`src/hdl/clint_pkg.sv`:
```
`default_nettype none

package clint_pkg;

    // harts served by this block
    localparam int num_harts = 2;

    // bus geometry
    localparam int addr_w = 64;
    localparam int off_w  = 16;
    localparam int data_w = 64;
    localparam int strb_w = data_w / 8;

    typedef logic [data_w-1:0] axi_data_t;
    typedef logic [strb_w-1:0] axi_strb_t;
    typedef logic [off_w-1:0]  reg_off_t;
    typedef logic [63:0]       time_t;

    // register map, offsets inside the CLINT window
    // msip of hart h sits in byte lane 4h of the first doubleword
    localparam reg_off_t msip_base     = 16'h0000;
    // one doubleword per hart
    localparam reg_off_t mtimecmp_base = 16'h4000;
    localparam reg_off_t mtime_off     = 16'hBFF8;

    localparam logic [1:0] resp_okay = 2'b00;

    // single register access handed from the bus side to the register file
    typedef struct packed {
        logic      valid;
        logic      write;
        reg_off_t  off;
        axi_data_t wdata;
        axi_strb_t wstrb;
    } reg_req_t;

    // one transaction in flight at a time
    typedef enum logic [2:0] {
        IDLE,
        WR_COLLECT,
        WR_APPLY,
        WR_RESP,
        RD_APPLY,
        RD_RESP
    } slave_state_e;

endpackage

`default_nettype wire

```
`src/hdl/clint_axi_slave.sv`:
```
`default_nettype none

module clint_axi_slave (
    input  wire                            clk,
    input  wire                            rst_n,

    // read address channel
    input  wire  [clint_pkg::addr_w-1:0]   araddr,
    input  wire  [2:0]                     arprot,
    input  wire                            arvalid,
    output logic                           arready,

    // read data channel
    output clint_pkg::axi_data_t           rdata_out,
    output logic [1:0]                     rresp,
    output logic                           rvalid,
    input  wire                            rready,

    // write address channel
    input  wire  [clint_pkg::addr_w-1:0]   awaddr,
    input  wire  [2:0]                     awprot,
    input  wire                            awvalid,
    output logic                           awready,

    // write data channel
    input  wire  clint_pkg::axi_data_t     wdata,
    input  wire  clint_pkg::axi_strb_t     wstrb,
    input  wire                            wvalid,
    output logic                           wready,

    // write response channel
    output logic [1:0]                     bresp,
    output logic                           bvalid,
    input  wire                            bready,

    // register file side
    input  wire  clint_pkg::axi_data_t     rdata,
    output clint_pkg::reg_req_t            req
);
    import clint_pkg::*;

    slave_state_e state;
    slave_state_e state_nxt;

    // which half of a write has already been taken
    logic aw_got;
    logic w_got;

    logic wr_phase;
    logic aw_hs;
    logic w_hs;
    logic ar_hs;
    logic aw_done;
    logic w_done;

    // latched transaction payload
    reg_off_t  off_q;
    axi_data_t wdata_q;
    axi_strb_t wstrb_q;
    axi_data_t rdata_q;

    // AW and W may arrive in any order while no response is pending
    assign wr_phase = (state == IDLE) || (state == WR_COLLECT);
    assign awready  = wr_phase && !aw_got && awvalid;
    assign wready   = wr_phase && !w_got && wvalid;

    // a write that shows up together with a read goes first
    assign arready  = (state == IDLE) && arvalid && !awvalid && !wvalid;

    assign aw_hs   = awvalid && awready;
    assign w_hs    = wvalid && wready;
    assign ar_hs   = arvalid && arready;
    assign aw_done = aw_got || aw_hs;
    assign w_done  = w_got || w_hs;

    always_comb
    begin
        state_nxt = state;
        case (state)
            IDLE:
            begin
                if (aw_hs || w_hs)
                begin
                    state_nxt = (aw_done && w_done) ? WR_APPLY : WR_COLLECT;
                end
                else if (ar_hs)
                begin
                    state_nxt = RD_APPLY;
                end
            end
            WR_COLLECT:
            begin
                if (aw_done && w_done)
                begin
                    state_nxt = WR_APPLY;
                end
            end
            WR_APPLY:   state_nxt = WR_RESP;
            WR_RESP:
            begin
                if (bready)
                begin
                    state_nxt = IDLE;
                end
            end
            RD_APPLY:   state_nxt = RD_RESP;
            RD_RESP:
            begin
                if (rready)
                begin
                    state_nxt = IDLE;
                end
            end
            default:    state_nxt = IDLE;
        endcase
    end

    always_ff @(posedge clk or negedge rst_n)
    begin
        if (!rst_n)
        begin
            state  <= IDLE;
            aw_got <= 1'b0;
            w_got  <= 1'b0;
        end
        else
        begin
            state <= state_nxt;
            if (state == WR_APPLY)
            begin
                aw_got <= 1'b0;
                w_got  <= 1'b0;
            end
            else
            begin
                if (aw_hs)
                begin
                    aw_got <= 1'b1;
                end
                if (w_hs)
                begin
                    w_got <= 1'b1;
                end
            end
        end
    end

    // only the low offset bits select a register, prot is ignored
    always_ff @(posedge clk)
    begin
        if (aw_hs)
        begin
            off_q <= awaddr[off_w-1:0];
        end
        else if (ar_hs)
        begin
            off_q <= araddr[off_w-1:0];
        end
        if (w_hs)
        begin
            wdata_q <= wdata;
            wstrb_q <= wstrb;
        end
        // read data from the register file is valid while the read request is out
        if (state == RD_APPLY)
        begin
            rdata_q <= rdata;
        end
    end

    always_comb
    begin
        req.valid = (state == WR_APPLY) || (state == RD_APPLY);
        req.write = (state == WR_APPLY);
        req.off   = off_q;
        req.wdata = wdata_q;
        req.wstrb = wstrb_q;
    end

    assign rvalid    = (state == RD_RESP);
    assign rdata_out = rdata_q;
    assign rresp     = resp_okay;
    assign bvalid    = (state == WR_RESP);
    assign bresp     = resp_okay;

    // each transaction reaches the register file exactly once
    req_single_cycle: assert property (@(posedge clk) disable iff (!rst_n)
        req.valid |=> !req.valid);

    // only one response channel is ever busy
    resp_exclusive: assert property (@(posedge clk) disable iff (!rst_n)
        !(rvalid && bvalid));

endmodule

`default_nettype wire

```
`src/hdl/clint_regs.sv`:
```
`default_nettype none

module clint_regs (
    input  wire                               clk,
    input  wire                               rst_n,
    input  wire  clint_pkg::reg_req_t         req,
    output clint_pkg::axi_data_t              rdata,
    output clint_pkg::time_t                  mtime,
    output clint_pkg::time_t                  mtimecmp [clint_pkg::num_harts],
    output logic [clint_pkg::num_harts-1:0]   msip
);
    import clint_pkg::*;

    logic                 hit_msip;
    logic                 hit_mtime;
    logic [num_harts-1:0] hit_cmp;
    logic                 wr_en;

    // replace only the bytes whose strobe is set
    function automatic time_t merge_bytes(
        input time_t     cur,
        input axi_data_t data,
        input axi_strb_t strb
    );
        time_t res;
        res = cur;
        for (int b = 0; b < strb_w; b++)
        begin
            if (strb[b])
            begin
                res[8*b +: 8] = data[8*b +: 8];
            end
        end
        return res;
    endfunction

    // address decode
    always_comb
    begin
        hit_msip  = (req.off == msip_base);
        hit_mtime = (req.off == mtime_off);
        for (int h = 0; h < num_harts; h++)
        begin
            hit_cmp[h] = (req.off == mtimecmp_base + reg_off_t'(8 * h));
        end
    end

    assign wr_en = req.valid && req.write;

    // free-running counter, a software write takes priority over the increment
    always_ff @(posedge clk or negedge rst_n)
    begin
        if (!rst_n)
        begin
            mtime <= '0;
        end
        else if (wr_en && hit_mtime)
        begin
            mtime <= merge_bytes(mtime, req.wdata, req.wstrb);
        end
        else
        begin
            mtime <= mtime + 1'b1;
        end
    end

    // all ones keeps the timer interrupt quiet until software arms it
    always_ff @(posedge clk or negedge rst_n)
    begin
        if (!rst_n)
        begin
            for (int h = 0; h < num_harts; h++)
            begin
                mtimecmp[h] <= '1;
            end
        end
        else
        begin
            for (int h = 0; h < num_harts; h++)
            begin
                if (wr_en && hit_cmp[h])
                begin
                    mtimecmp[h] <= merge_bytes(mtimecmp[h], req.wdata, req.wstrb);
                end
            end
        end
    end

    // msip of hart h is bit 0 of byte lane 4h
    always_ff @(posedge clk or negedge rst_n)
    begin
        if (!rst_n)
        begin
            msip <= '0;
        end
        else if (wr_en && hit_msip)
        begin
            for (int h = 0; h < num_harts; h++)
            begin
                if (req.wstrb[4*h])
                begin
                    msip[h] <= req.wdata[32*h];
                end
            end
        end
    end

    // read mux, unmapped offsets read as zero
    always_comb
    begin
        rdata = '0;
        if (hit_msip)
        begin
            for (int h = 0; h < num_harts; h++)
            begin
                rdata[32*h] = msip[h];
            end
        end
        if (hit_mtime)
        begin
            rdata = mtime;
        end
        for (int h = 0; h < num_harts; h++)
        begin
            if (hit_cmp[h])
            begin
                rdata = mtimecmp[h];
            end
        end
    end

    // the map must not overlap, whatever num_harts is
    decode_unique: assert property (@(posedge clk) disable iff (!rst_n)
        req.valid |-> $onehot0({hit_msip, hit_mtime, hit_cmp}));

endmodule

`default_nettype wire

```
`src/hdl/clint_irq.sv`:
```
`default_nettype none

module clint_irq (
    input  wire                               clk,
    input  wire                               rst_n,
    input  wire  clint_pkg::time_t            mtime,
    input  wire  clint_pkg::time_t            mtimecmp [clint_pkg::num_harts],
    output logic [clint_pkg::num_harts-1:0]   mtip
);
    import clint_pkg::*;

    logic [num_harts-1:0] due;

    // unsigned compare per hart
    always_comb
    begin
        for (int h = 0; h < num_harts; h++)
        begin
            due[h] = (mtime >= mtimecmp[h]);
        end
    end

    // registered so the level seen by the hart never glitches
    // it drops again once software moves mtimecmp past mtime
    always_ff @(posedge clk or negedge rst_n)
    begin
        if (!rst_n)
        begin
            mtip <= '0;
        end
        else
        begin
            mtip <= due;
        end
    end

endmodule

`default_nettype wire

```
`src/hdl/clint_top.sv`:
```
`default_nettype none

module clint_top (
    input  wire                               clk,
    input  wire                               rst_n,

    input  wire  [clint_pkg::addr_w-1:0]      araddr,
    input  wire  [2:0]                        arprot,
    input  wire                               arvalid,
    output logic                              arready,

    output clint_pkg::axi_data_t              rdata,
    output logic [1:0]                        rresp,
    output logic                              rvalid,
    input  wire                               rready,

    input  wire  [clint_pkg::addr_w-1:0]      awaddr,
    input  wire  [2:0]                        awprot,
    input  wire                               awvalid,
    output logic                              awready,

    input  wire  clint_pkg::axi_data_t        wdata,
    input  wire  clint_pkg::axi_strb_t        wstrb,
    input  wire                               wvalid,
    output logic                              wready,

    output logic [1:0]                        bresp,
    output logic                              bvalid,
    input  wire                               bready,

    // interrupt levels, one per hart
    output logic [clint_pkg::num_harts-1:0]   mtip,
    output logic [clint_pkg::num_harts-1:0]   msip
);
    import clint_pkg::*;

    reg_req_t  reg_req;
    axi_data_t reg_rdata;
    time_t     mtime;
    time_t     mtimecmp [num_harts];

    clint_axi_slave slave_i (
        .clk       (clk),
        .rst_n     (rst_n),
        .araddr    (araddr),
        .arprot    (arprot),
        .arvalid   (arvalid),
        .arready   (arready),
        .rdata_out (rdata),
        .rresp     (rresp),
        .rvalid    (rvalid),
        .rready    (rready),
        .awaddr    (awaddr),
        .awprot    (awprot),
        .awvalid   (awvalid),
        .awready   (awready),
        .wdata     (wdata),
        .wstrb     (wstrb),
        .wvalid    (wvalid),
        .wready    (wready),
        .bresp     (bresp),
        .bvalid    (bvalid),
        .bready    (bready),
        .rdata     (reg_rdata),
        .req       (reg_req)
    );

    clint_regs regs_i (
        .clk      (clk),
        .rst_n    (rst_n),
        .req      (reg_req),
        .rdata    (reg_rdata),
        .mtime    (mtime),
        .mtimecmp (mtimecmp),
        .msip     (msip)
    );

    clint_irq irq_i (
        .clk      (clk),
        .rst_n    (rst_n),
        .mtime    (mtime),
        .mtimecmp (mtimecmp),
        .mtip     (mtip)
    );

endmodule

`default_nettype wire

```
`config.mk`:
```
export PLATFORM = sky130hd
export DESIGN_NAME = clint_top
export DESIGN_NICKNAME = d
export VERILOG_FILES = /design/src/hdl/clint_pkg.sv /design/src/hdl/clint_axi_slave.sv /design/src/hdl/clint_regs.sv /design/src/hdl/clint_irq.sv /design/src/hdl/clint_top.sv
export SDC_FILE = /design/constraint.sdc
export NUM_CORES = 1
export LEC_CHECK = 0
export ABC_AREA = 1
export BUFFER_PORTS_ARGS = -buffer_cell sky130_fd_sc_hd__buf_2
export CORE_AREA = 2 2 231 233
export CTS_CLUSTER_SIZE = 40
export DETAILED_ROUTE_END_ITERATION = 10
export DIE_AREA = 0 0 233 235
export PLACE_DENSITY = 0.63
export SLEW_MARGIN = 40
export SYNTH_ARGS = -nofsm -noshare
export SYNTH_HDL_FRONTEND = slang
export SYNTH_SLANG_ARGS = --single-unit
```
`constraint.sdc`:
```
create_clock -name clk -period 4.76 [get_ports clk]
set_clock_uncertainty 0.1 [all_clocks]
set_input_delay 0.714 -clock clk [delete_from_list [all_inputs] [get_ports clk]]
set_output_delay 0.714 -clock clk [all_outputs]
set_load 0.02 [all_outputs]
```
## Word level (Yosys, flattened, before mapping)

Cells that the tools add are included.

- Output and inout port bits: 77
- Bits of input ports: 213
- Logic and storage cells: 133
- Register bits after elaboration: 353

- $add $sub $neg: 1
- Equality and inequality tests: 20
- Order comparisons: 2
- Reduce and logical (&&, ||, !) cells: 49
- Mux-type cells: 27

Operators with widths:

| kind | number |
|---|---|
| 64-bit 2-to-1 mux | 4 |
| 64-bit greater-or-equal comparator | 2 |
| 64-bit by 1-bit adder with 64-bit output, second input constant | 1 |
| 8-bit 2-to-1 mux | 8 |
| 2-bit AND reduction | 18 |
| 16-bit by 15-bit == test with 1-bit output, second input constant | 2 |
| 16-bit 2-to-1 mux | 2 |
| 2-bit inequality test, second input constant | 9 |
| 3-bit one-hot mux with 6 select lines | 1 |
| 16-bit == test, second input constant | 1 |
| 1-bit logical AND | 16 |
| 16-bit logical NOT | 1 |
| 3-bit 2-to-1 mux | 5 |
| 3-bit by 2-bit == test with 1-bit output, second input constant | 2 |
| 3-bit == test, second input constant | 2 |
| 1-bit 2-to-1 mux | 6 |
| 2-bit nonzero test | 3 |
| 1-bit logical OR | 5 |
| 1-bit logical NOT | 4 |
| 2-bit by 1-bit inequality test with 1-bit output, second input constant | 2 |
| 4-bit AND reduction | 1 |
| 3-bit by 1-bit == test with 1-bit output, second input constant | 1 |
| 3-bit logical NOT | 1 |
| 3-bit by 2-bit inequality test with 1-bit output, second input constant | 1 |
| 2-bit 2-to-1 mux | 1 |

## Logic depth before layout (Yosys ltp)

Gate-level depths: netlist (run 1).

- Depth in word-level cells: 10
- Mapped depth: 15
- Depth with buffers taken out: 15

## Hierarchy

A second synthesis (run 1) with hierarchy kept.

- Cell total of the unflattened synthesis: 2,646
- Area, all modules: 20,736.1 µm²

By module, submodules not included:

| module | cells an instance | area an instance (µm²) | times used | seq. area each (µm²) |
|---|---|---|---|---|
| clint_regs | 1,801 | 12,036.5 | 1 | 5,014.8 |
| clint_axi_slave | 275 | 5,230.0 | 1 | 4,689.5 |
| clint_irq | 570 | 3,469.6 | 1 | 50.0 |

## Worst setup path before layout (run 1)

OpenSTA, ideal clock, no wires.

- Path type: flip-flop to flip-flop
- From: reg slave_i.state[1]
- To: reg slave_i.rdata_q[0] (netlist: slave_i.rdata_out[0]) (enable)
- Setup slack: 0.855 ns
- Data required time: 4.173 ns
- Buffers on the path: 0
- Period minus slack after synthesis: 3.905 ns
- Library setup time: 0.487 ns
- Stages on the path, launching flop included: 4
- Arrival: 3.319 ns
- Cell sequence: dfrtp_1 -> nor2_1 -> inv_1 -> nor2_1

- Word-level cells in the longest chain between the ends: 1

Ends and longest elaborated chain:

| element | line | RTL |
|---|---|---|
| start: declaration | clint_axi_slave.sv:42 | `slave_state_e state;` |
| start signal: assignment | clint_axi_slave.sv:128 | `state <= state_nxt;` |
| 3-bit == test | clint_axi_slave.sv:165 | `if (state == RD_APPLY)` |
| end signal: assignment | clint_axi_slave.sv:167 | `rdata_q <= rdata;` |
| end: declaration | clint_axi_slave.sv:60 | `axi_data_t rdata_q;` |

No other way between the ends.
A chain may end at the register's enable or synchronous reset.

## Worst setup path after layout (run 1)

- From: reg slave_i.state[1]
- To: out awready

- Word-level cells in the longest chain between the ends: 4
- Elaborated cells between the ends (all ways): 5
- Those cells by class: eq/ne: 1; reduce/logical: 4

Ends and longest elaborated chain:

| element | line | RTL |
|---|---|---|
| 3-bit by 1-bit == test with 1-bit output or 3-bit logical NOT (tied branches) | clint_axi_slave.sv:63 | `assign wr_phase = (state == IDLE) \|\| (state == WR_COLLECT);` |
| 1-bit logical OR (*) | clint_axi_slave.sv:63 |  |
| 1-bit logical AND (*) (2 in a row) | clint_axi_slave.sv:64 | `assign awready = wr_phase && !aw_got && awvalid;` |
| end: declaration | clint_top.sv:20 | `output logic awready,` |

Mark *: on every way between the ends. The rest lies on a longest branch, timed or not.

==> results.md, run 1 <==
- The flow ran to the end, and the final reports show no timing, DRC or antenna violations.
- The maximum root-to-sink buffer count is 3.
- The clock period could shrink to 3.44 ns.
- Timing would allow up to 291 MHz.
- The number of antenna violations at the first check in global routing is 0.
- The number of pins exceeding their max-slew limit in the final report is 0.
- The number of global-route vias before repair was 17100.
- The last weighted congestion value of the routability-driven placer is 0.933.
- The cell leakage power is 10.3 nW.
- The total routed wirelength is 58200 um.
- The total power is 8.21 mW.
- 290 I/O pins were placed.
- The type of destination of the critical path is an output port.
- The arrival time of data at the critical path endpoint is 2.62 ns.
- Global routing finished with a remaining overflow of 0.
- The setup TNS is 0 ns.
- The final hold violation count came to 0.
- The detailed router placed 17200 vias in this run.
- Entering global routing, the biggest net connects 105 pins.
- Buffers inserted during clock tree synthesis total 41.
- During synthesis, Yosys emitted a total of 0 warnings.
- The global-route layer with the greatest usage is met2.
- The initial detailed-routing violation count is 1236.
- The number of instances in the synthesized netlist is 2490.
- The die area is 0.0548 mm^2.
- The post-cts sizing count is 0.
- The number of buffers inserted by hold repair at cts is 0.
- At the end of the flow, the number of nets in the layout was 3001.
- After detailed routing, the number of vias per cell comes to 5.08.
- The clock net in this run drives a total of 353 sinks.
- The normalized max-slew margin is 0.450.
- The number of standard cells in the layout, taps in and fillers out is 3380.
- Clock latency on the worst-skew pair, taken at its later pin, is 0.57 ns.
- The fraction of layout instances using a drive strength above 1 is 0.189.
- After detailed routing, the average wire length per cell comes to 17.2 um.
- Ranked by total cell area, the synthesized netlist is headed by edfxtp_1, dfstp_2, nand2_1, dfrtp_1, ha_1.
- Among all flip-flop cells after synthesis, the most frequent one is edfxtp_1.
- The number of antenna diodes in the final layout is 0.
- The number of maximum-capacitance violations is 0.
- The core region is 0.0522 mm^2.
- The initial cell density of the core is 0.396.
- The beginning of the worst register-to-register path is slave_i.off_q[1]$_DFFE_PP_.
- The launching element type of the critical path is a register.
- TritonCTS built the clock tree.
- Summed over all instances, the cell type with the most area after synthesis is edfxtp_1.
- Setup repair after global routing left no endpoint under its margin.
- The global-route total usage across every layer is 0.216.
- The met3 track demand over resource in global routing is 0.0234.
- The number of buffers inserted by post-CTS setup repair is 0.
- The post-route worst hold slack is 0.0273 ns.
- In this run the worst hold path is classified as in2async.
- The actual transition at the worst max-transition pin is 0.824 ns.
- The number of rows in the core area is 84.
- The post-route fraction of the period consumed by the critical path is 0.722.
- After detailed routing, the number of remaining DRC violations is 0.
- The share of synthesized area in the top cell type comes to 0.220.
- The die is 233 um wide.
- The reg-to-reg endpoint is slave_i.rdata_out[34]$_DFFE_PN_.
- The detailed placement HPWL is 42200 um.
- The met1 usage in global routing is 0.292.
- The total placed cells including tap cells is 3304.
- After synthesis, the share of flip-flops with an asynchronous set or reset is 0.569.
- The cell at the root of the clock tree is clkbuf_16.
- The critical-path maximum fanout is 20.
- Fill cells in the final layout number 5076.
- The cell area power density is 349 mW/mm^2.
- The layout overhead on the synthesized area is 13.8%.
- The slack of the critical path is 1.32 ns.
- The first-pass iteration count of the detailed router is 5.
- The clock-pin slew on the worst setup and hold paths is 0.06 ns.
- Summing every instance area after synthesis gives 0.0207 mm^2.
- The vertical die dimension is 235 um.
- The sequential share of the synthesized area is 0.471.
- The data required time at the worst endpoint is 3.95 ns.
- Yosys mapped a number of flops with a built-in enable equal to 152.
- The first global-routing pass estimated 93200 um of wire.
- The number of setup violations in the final report is 0.
- The number of cells on the worst reg-to-reg path is 8.
- Once detail routing completed, the nets flagged for antenna violations numbered 0.
- The count of distinct cell types in the synthesized netlist is 43.
- The placement-stage worst setup slack is 1.58 ns.
- Across all register-to-register paths, the minimum setup slack is 1.67 ns.
- The synthesized design contains 353 register bits.
- The average instance in the mapped netlist occupies 8.31 um^2.
- In this run the number of H-tree levels came out at 2.
- In this run the tool buffered the top-level ports with 183 buffer cells.
- VDD sags by at most 0.000288 V.
- The met2 track demand over resource in global routing is 0.358.
- The worst setup path is of the reg2out kind.
-- state kept, by name (all words and copies together), names as in the netlist --
name and flops:
irq_i.mtip 2, regs_i.msip 2, regs_i.mtime 64, regs_i.mtimecmp 128
slave_i.aw_got 1, slave_i.off_q 16, slave_i.rdata_out 64, slave_i.state 3
slave_i.w_got 1, slave_i.wdata_q 64, slave_i.wstrb_q 8
-- kinds of logic (layout without fill, tap and decap cells) --
| logic type | after synthesis | in the layout | share of synthesized area |
|---|---|---|---|
| other | 1 | 4 | 0.000181 |
| xor gates and xnor gates | 25 | 25 | 0.0106 |
| muxes | 1 | 1 | 0.000484 |
| buffers and inverters | 385 | 584 | 0.0783 |
| AOI/OAI and AO/OA | 442 | 442 | 0.122 |
| adders and majority gates | 129 | 129 | 0.0780 |
| DFF | 353 | 353 | 0.471 |
| and+or+nand+nor | 1154 | 1154 | 0.239 |
-- how the worst max path moves through the flow --
stage | start | end | slack, ns | cells after the start
5_1_grt | slave_i.state[1]$_DFFE_PN0P_ | awready | 1.09 | 4
6_report | slave_i.state[1]$_DFFE_PN0P_ | awready | 1.32 | 4
4_1_cts | slave_i.state[1]$_DFFE_PN0P_ | awready | 1.28 | 4
3_3_place_gp | slave_i.off_q[1]$_DFFE_PP_ | slave_i.rdata_out[34]$_DFFE_PN_ | 1.61 | 8
2_1_floorplan | slave_i.state[1]$_DFFE_PN0P_ | slave_i.rdata_out[0]$_DFFE_PN_ | 0.85 | 3
3_5_place_dp | slave_i.off_q[1]$_DFFE_PP_ | slave_i.rdata_out[41]$_DFFE_PN_ | 1.58 | 8
-- area by class of cell --
class / instances / area, um^2 / share of cell area
well taps: 688 / 861 / 0.0365
inverters: 316 / 1190 / 0.0505
clock buffers: 57 / 1150 / 0.0487
flip-flops and latches: 353 / 9750 / 0.414
clock inverters: 19 / 219 / 0.00929
repair buffers: 192 / 1040 / 0.0441
multi-input cells: 1755 / 9360 / 0.397
-- Yosys cell counts, types with 13 or more instances --
master / n
nor3_1: 13
o21ai_0: 81
nand3_1: 135
nor2_1: 225
dfstp_2: 128
a21oi_1: 205
clkbuf_1: 14
dfrtp_1: 73
o21ai_1: 67
nand4_1: 33
nand2_4: 17
nand2_1: 687
inv_1: 306
o21ai_2: 72
edfxtp_1: 152
ha_1: 129
buf_6: 16
buf_2: 29
xnor2_1: 15
-- critical path: stages, from the launching register on --
cell and delay (ns):
dfrtp_1 0.46, nor2_1 0.24, nand3_1 0.60, inv_2 0.52, buf_2 0.24
-- cells in the final DEF, fill, tap and decap left out, drive strengths merged, types with 2 or more instances in the layout --
master / count
xnor2: 15
o21a: 8
nand3b: 5
xor2: 10
clkinv: 14
nor2: 241
dfstp: 128
o21bai: 2
ha: 129
buf: 191
o21ai: 220
nand2: 707
nor4: 6
inv: 315
o211ai: 6
conb: 4
bufinv: 5
clkbuf: 58
nand3: 140
nand4: 34
nor3: 15
a21oi: 205
edfxtp: 152
or2: 5
dfrtp: 73
-- per-stage QoR --
| stage | area, um^2 | util |
|---|---|---|
| 5_1_grt | 23600 | 0.451 |
| 4_1_cts | 23600 | 0.451 |
| 6_report | 23600 | 0.451 |
| 3_5_place_dp | 22200 | 0.425 |
| 3_3_place_gp | 22200 | 0.424 |
| 2_1_floorplan | 20700 | - |
-- power by group --
group,internal (mW),switching [mW],total (mW)
logic,0.303,0.889,1.19
registers,3.59,0.207,3.80
clock network,1.96,1.27,3.22
-- routing by layer --
layer / share of wire / routed length [um]
met5: 0 / 0
met4: 0.027 / 1550
met3: 0.044 / 2580
met2: 0.48 / 27700
met1: 0.45 / 26400
Note: power is estimated with default switching activity, not from simulation.
==> run 2: changes to the inputs <==
- PLACE_DENSITY: 0.63 -> 0.65
- clock period: 4.76 -> 3 ns (I/O delays scaled with it)
==> run 2 against run 1 <==
Total power increased by 62%. First-iteration DRC count fell by 19%. Flip-flop and latch count stayed put. Non-clock buffer count is 83 higher. Largest cell class unchanged. Clock power is 63% higher. Die area unchanged. Global-route usage about the same. Setup slack worse by 0.92 ns. Cell area increased by 3.7%. Critical path depth stayed put. Wire length up 1.5%. Sequential power is 59% higher.
==> results.md, run 2 (same netlist as run 1, synthesis figures left out) <==
- The worst register-to-register path begins at regs_i.mtime[0]$_DFFE_PN0P_.
- The launching element type of the critical path is a register.
- The library cells used most frequently in the layout, excluding fill and tap cells, are nand2_1, inv_1, nor2_1, a21oi_1, buf_2.
- The first detailed-routing pass took 8 iterations.
- For the worst flop-to-flop path, the logic depth is 10.
- The last weighted congestion value of the routability-driven placer is 0.914.
- The post-route worst hold slack is 0.0595 ns.
- The I/O pin total is 290.
- The reg-to-reg endpoint is regs_i.mtime[56]$_DFFE_PN0P_.
- Summed over all layers, the global routing overflow is 0.
- The net switching component of the power is 3.81 mW.
- After clock tree synthesis, the clock-pin slew on the worst setup and hold paths is 0.05 ns.
- The number of global-route vias before repair is 17000.
- Entering global routing, the biggest net connects 111 pins.
- The combinational fraction of design power is 0.150.
- The die area is 0.0548 mm^2.
- The final-stage net count is 3084.
- The number of antenna violations at the first check in global routing is 0.
- The routed design has 59100 um of wire.
- For this configuration, the core starts out at a cell density of 0.396.
- The global-route total usage across every layer is 0.216.
- The number of remaining DRC errors is 0.
- The global-route wire length before repair is 92600 um.
- The vertical die dimension is 235 um.
- Dividing the final minimum period by the clock period gives 0.867.
- The routed wire length per instance is 17.1 um.
- The setup TNS is 0 ns.
- The worst path needs 2.60 ns of the cycle, external delays included.
- The number of CTS-inserted buffers is 41.
- The critical-path maximum fanout is 15.
- Of the total power, the share spent switching nets is 0.287.
- The arrival time of data at the critical path endpoint is 2.05 ns.
- The normalized max-slew margin is 0.528.
- The detailed placement HPWL is 43200 um.
- Counting tap cells, the placed design contains a total of 3314 instances.
- The portion of total power attributed to sequential cells is 0.455.
- The CTS tree is done.
- The total power is 13.3 mW.
- At the end of the flow the core is filled with cells to 0.468.
- The cell leakage power is 10.7 nW.
- The register with the most flip-flops in the layout has 128 of them.
- The number of buffers added on ports is 183.
- The worst setup path is of the reg2out kind.
- From synthesis to final layout, the design area changed by 18.0%.
- The most common cell after layout, fill and taps aside is nand2_1.
- In this run the most critical hold path is launched from awaddr[14].
- The path class of the tightest hold or removal check is in2reg.
- The data required time at the worst endpoint is 2.45 ns.
- The run finished with clean final reports.
- The level count of the clock H-tree is 2.
- The worst hold path terminates at slave_i.off_q[14]$_DFFE_PP_.
- The register with the most flip-flops is regs_i.mtimecmp.
- After clock tree synthesis, the setup repair step added 0 buffers.
- Setup violations remaining at the end of the flow were counted as 0.
- The number of buffers inserted by hold repair at cts is 73.
- The total number of vias is 17400.
- The count of cells in the finished layout, fillers not included, comes to 3462.
- Based on the critical path, the design can be clocked at up to 384 MHz.
- The worst hold path passes through 3 cells.
- Of the total power, the clock network draws 0.396.
- The cell area power density is 543 mW/mm^2.
- The cell at the root of the clock tree is clkbuf_16.
- The post-cts sizing count is 0.
- The core region area is 0.0522 mm^2.
- The later-pin clock latency in the skew report is 0.56 ns.
- Setup repair after global routing left no endpoint under its margin.
- The number of pins exceeding their max-slew limit in the final report is 0.
- Setup slack on the worst reg-to-reg path comes out at 0.56 ns.
- The maximum root-to-sink buffer count is 3.
- The fraction of layout instances using a drive strength above 1 is 0.190.
- The repair_antennas step left the layout with diodes totalling 0.
- The initial detailed-routing violation count is 1002.
- The worst setup path is captured at an output port.
- The number of maximum-capacitance violations is 0.
- The peak supply drop is 0.000375 V.
- Clock tree synthesis found a total of 353 sinks.
- At the pin with the least slew margin, the transition time is 0.702 ns.
- The die is 233 um wide.
- The number of rows in the core area is 84.
- The detail route stage leaves a number of antenna-violating nets equal to 0.
- The mean number of vias per cell is 5.03.
- The final hold violation count was 0.
- The internal power consumption is 9.46 mW.
==> run 2: cell count changes in the layout (fill, tap and decap cells not counted), sizes merged <==
| cell | before | now |
|---|---|---|
| buf | 191 | 201 |
| bufinv | 5 | 6 |
| clkbuf | 58 | 52 |
| clkinv | 14 | 15 |
| clkinvlp | 1 | 3 |
| dlygate4sd3 | 0 | 73 |
| inv | 315 | 316 |
==> run 2: worst max-delay path, stage by stage, from the launching register on <==
cell	delay, ns
dfrtp_1	0.49
nor2_1	0.12
nand3_1	0.17
clkinv_2	0.38
buf_2	0.31
==> run 2: worst max-delay path by stage <==
| stage | startpoint | to | slack, ns | depth (start not counted) |
|---|---|---|---|---|
| final | slave_i.state[1]$_DFFE_PN0P_ | wready | 0.40 | 4 |
| after global routing | slave_i.state[1]$_DFFE_PN0P_ | wready | 0.28 | 4 |
| after CTS | slave_i.state[1]$_DFFE_PN0P_ | wready | 0.35 | 4 |
| after detailed placement | regs_i.mtime[0]$_DFFE_PN0P_ | regs_i.mtime[56]$_DFFE_PN0P_ | 0.56 | 10 |
| after global placement | regs_i.mtime[0]$_DFFE_PN0P_ | regs_i.mtime[56]$_DFFE_PN0P_ | 0.55 | 10 |
| after floorplan | slave_i.state[1]$_DFFE_PN0P_ | wready | 0.16 | 3 |
==> run 2: area by class of cell <==
| class | count | area [um^2] |
|---|---|---|
| Fill cell | 5049 | 27800 |
| Clock buffer | 51 | 1130 |
| Timing Repair Buffer | 275 | 1860 |
| Sequential cell | 353 | 9750 |
| Clock inverter | 24 | 298 |
| Tap cell | 688 | 861 |
| Inverter | 316 | 1190 |
| Multi-Input combinational cell | 1755 | 9350 |
==> run 2: power by group through the flow <==
stage          logic (mW)  clock network (mW)  registers [mW]
2_1_floorplan       0.912                   0            6.27
3_3_place_gp         1.89                   0            6.12
3_5_place_dp         1.94                   0            6.12
4_1_cts              2.02                5.38            6.05
5_1_grt              2.19                5.56            6.09
6_report             1.99                5.25            6.04
==> run 2: stage by stage <==
| step | setup WS (ns) | cell area, um^2 |
|---|---|---|
| 2_1_floorplan | 0.158 | 20700 |
| 3_3_place_gp | 0.549 | 22300 |
| 3_5_place_dp | 0.557 | 22300 |
| 4_1_cts | 0.350 | 24400 |
| 5_1_grt | 0.277 | 24400 |
| 6_report | 0.399 | 24400 |
==> run 2: routing by layer <==
layer | part of all wire | wire, um | GRT usage | vias to the layer above
met5 | 0 | 0 | 0 | -
met4 | 0.030 | 1740 | 0.0687 | 0
met3 | 0.050 | 2930 | 0.0342 | 103
met2 | 0.48 | 28200 | 0.361 | 453
met1 | 0.44 | 26200 | 0.285 | 8171
li1 | - | - | - | 8685
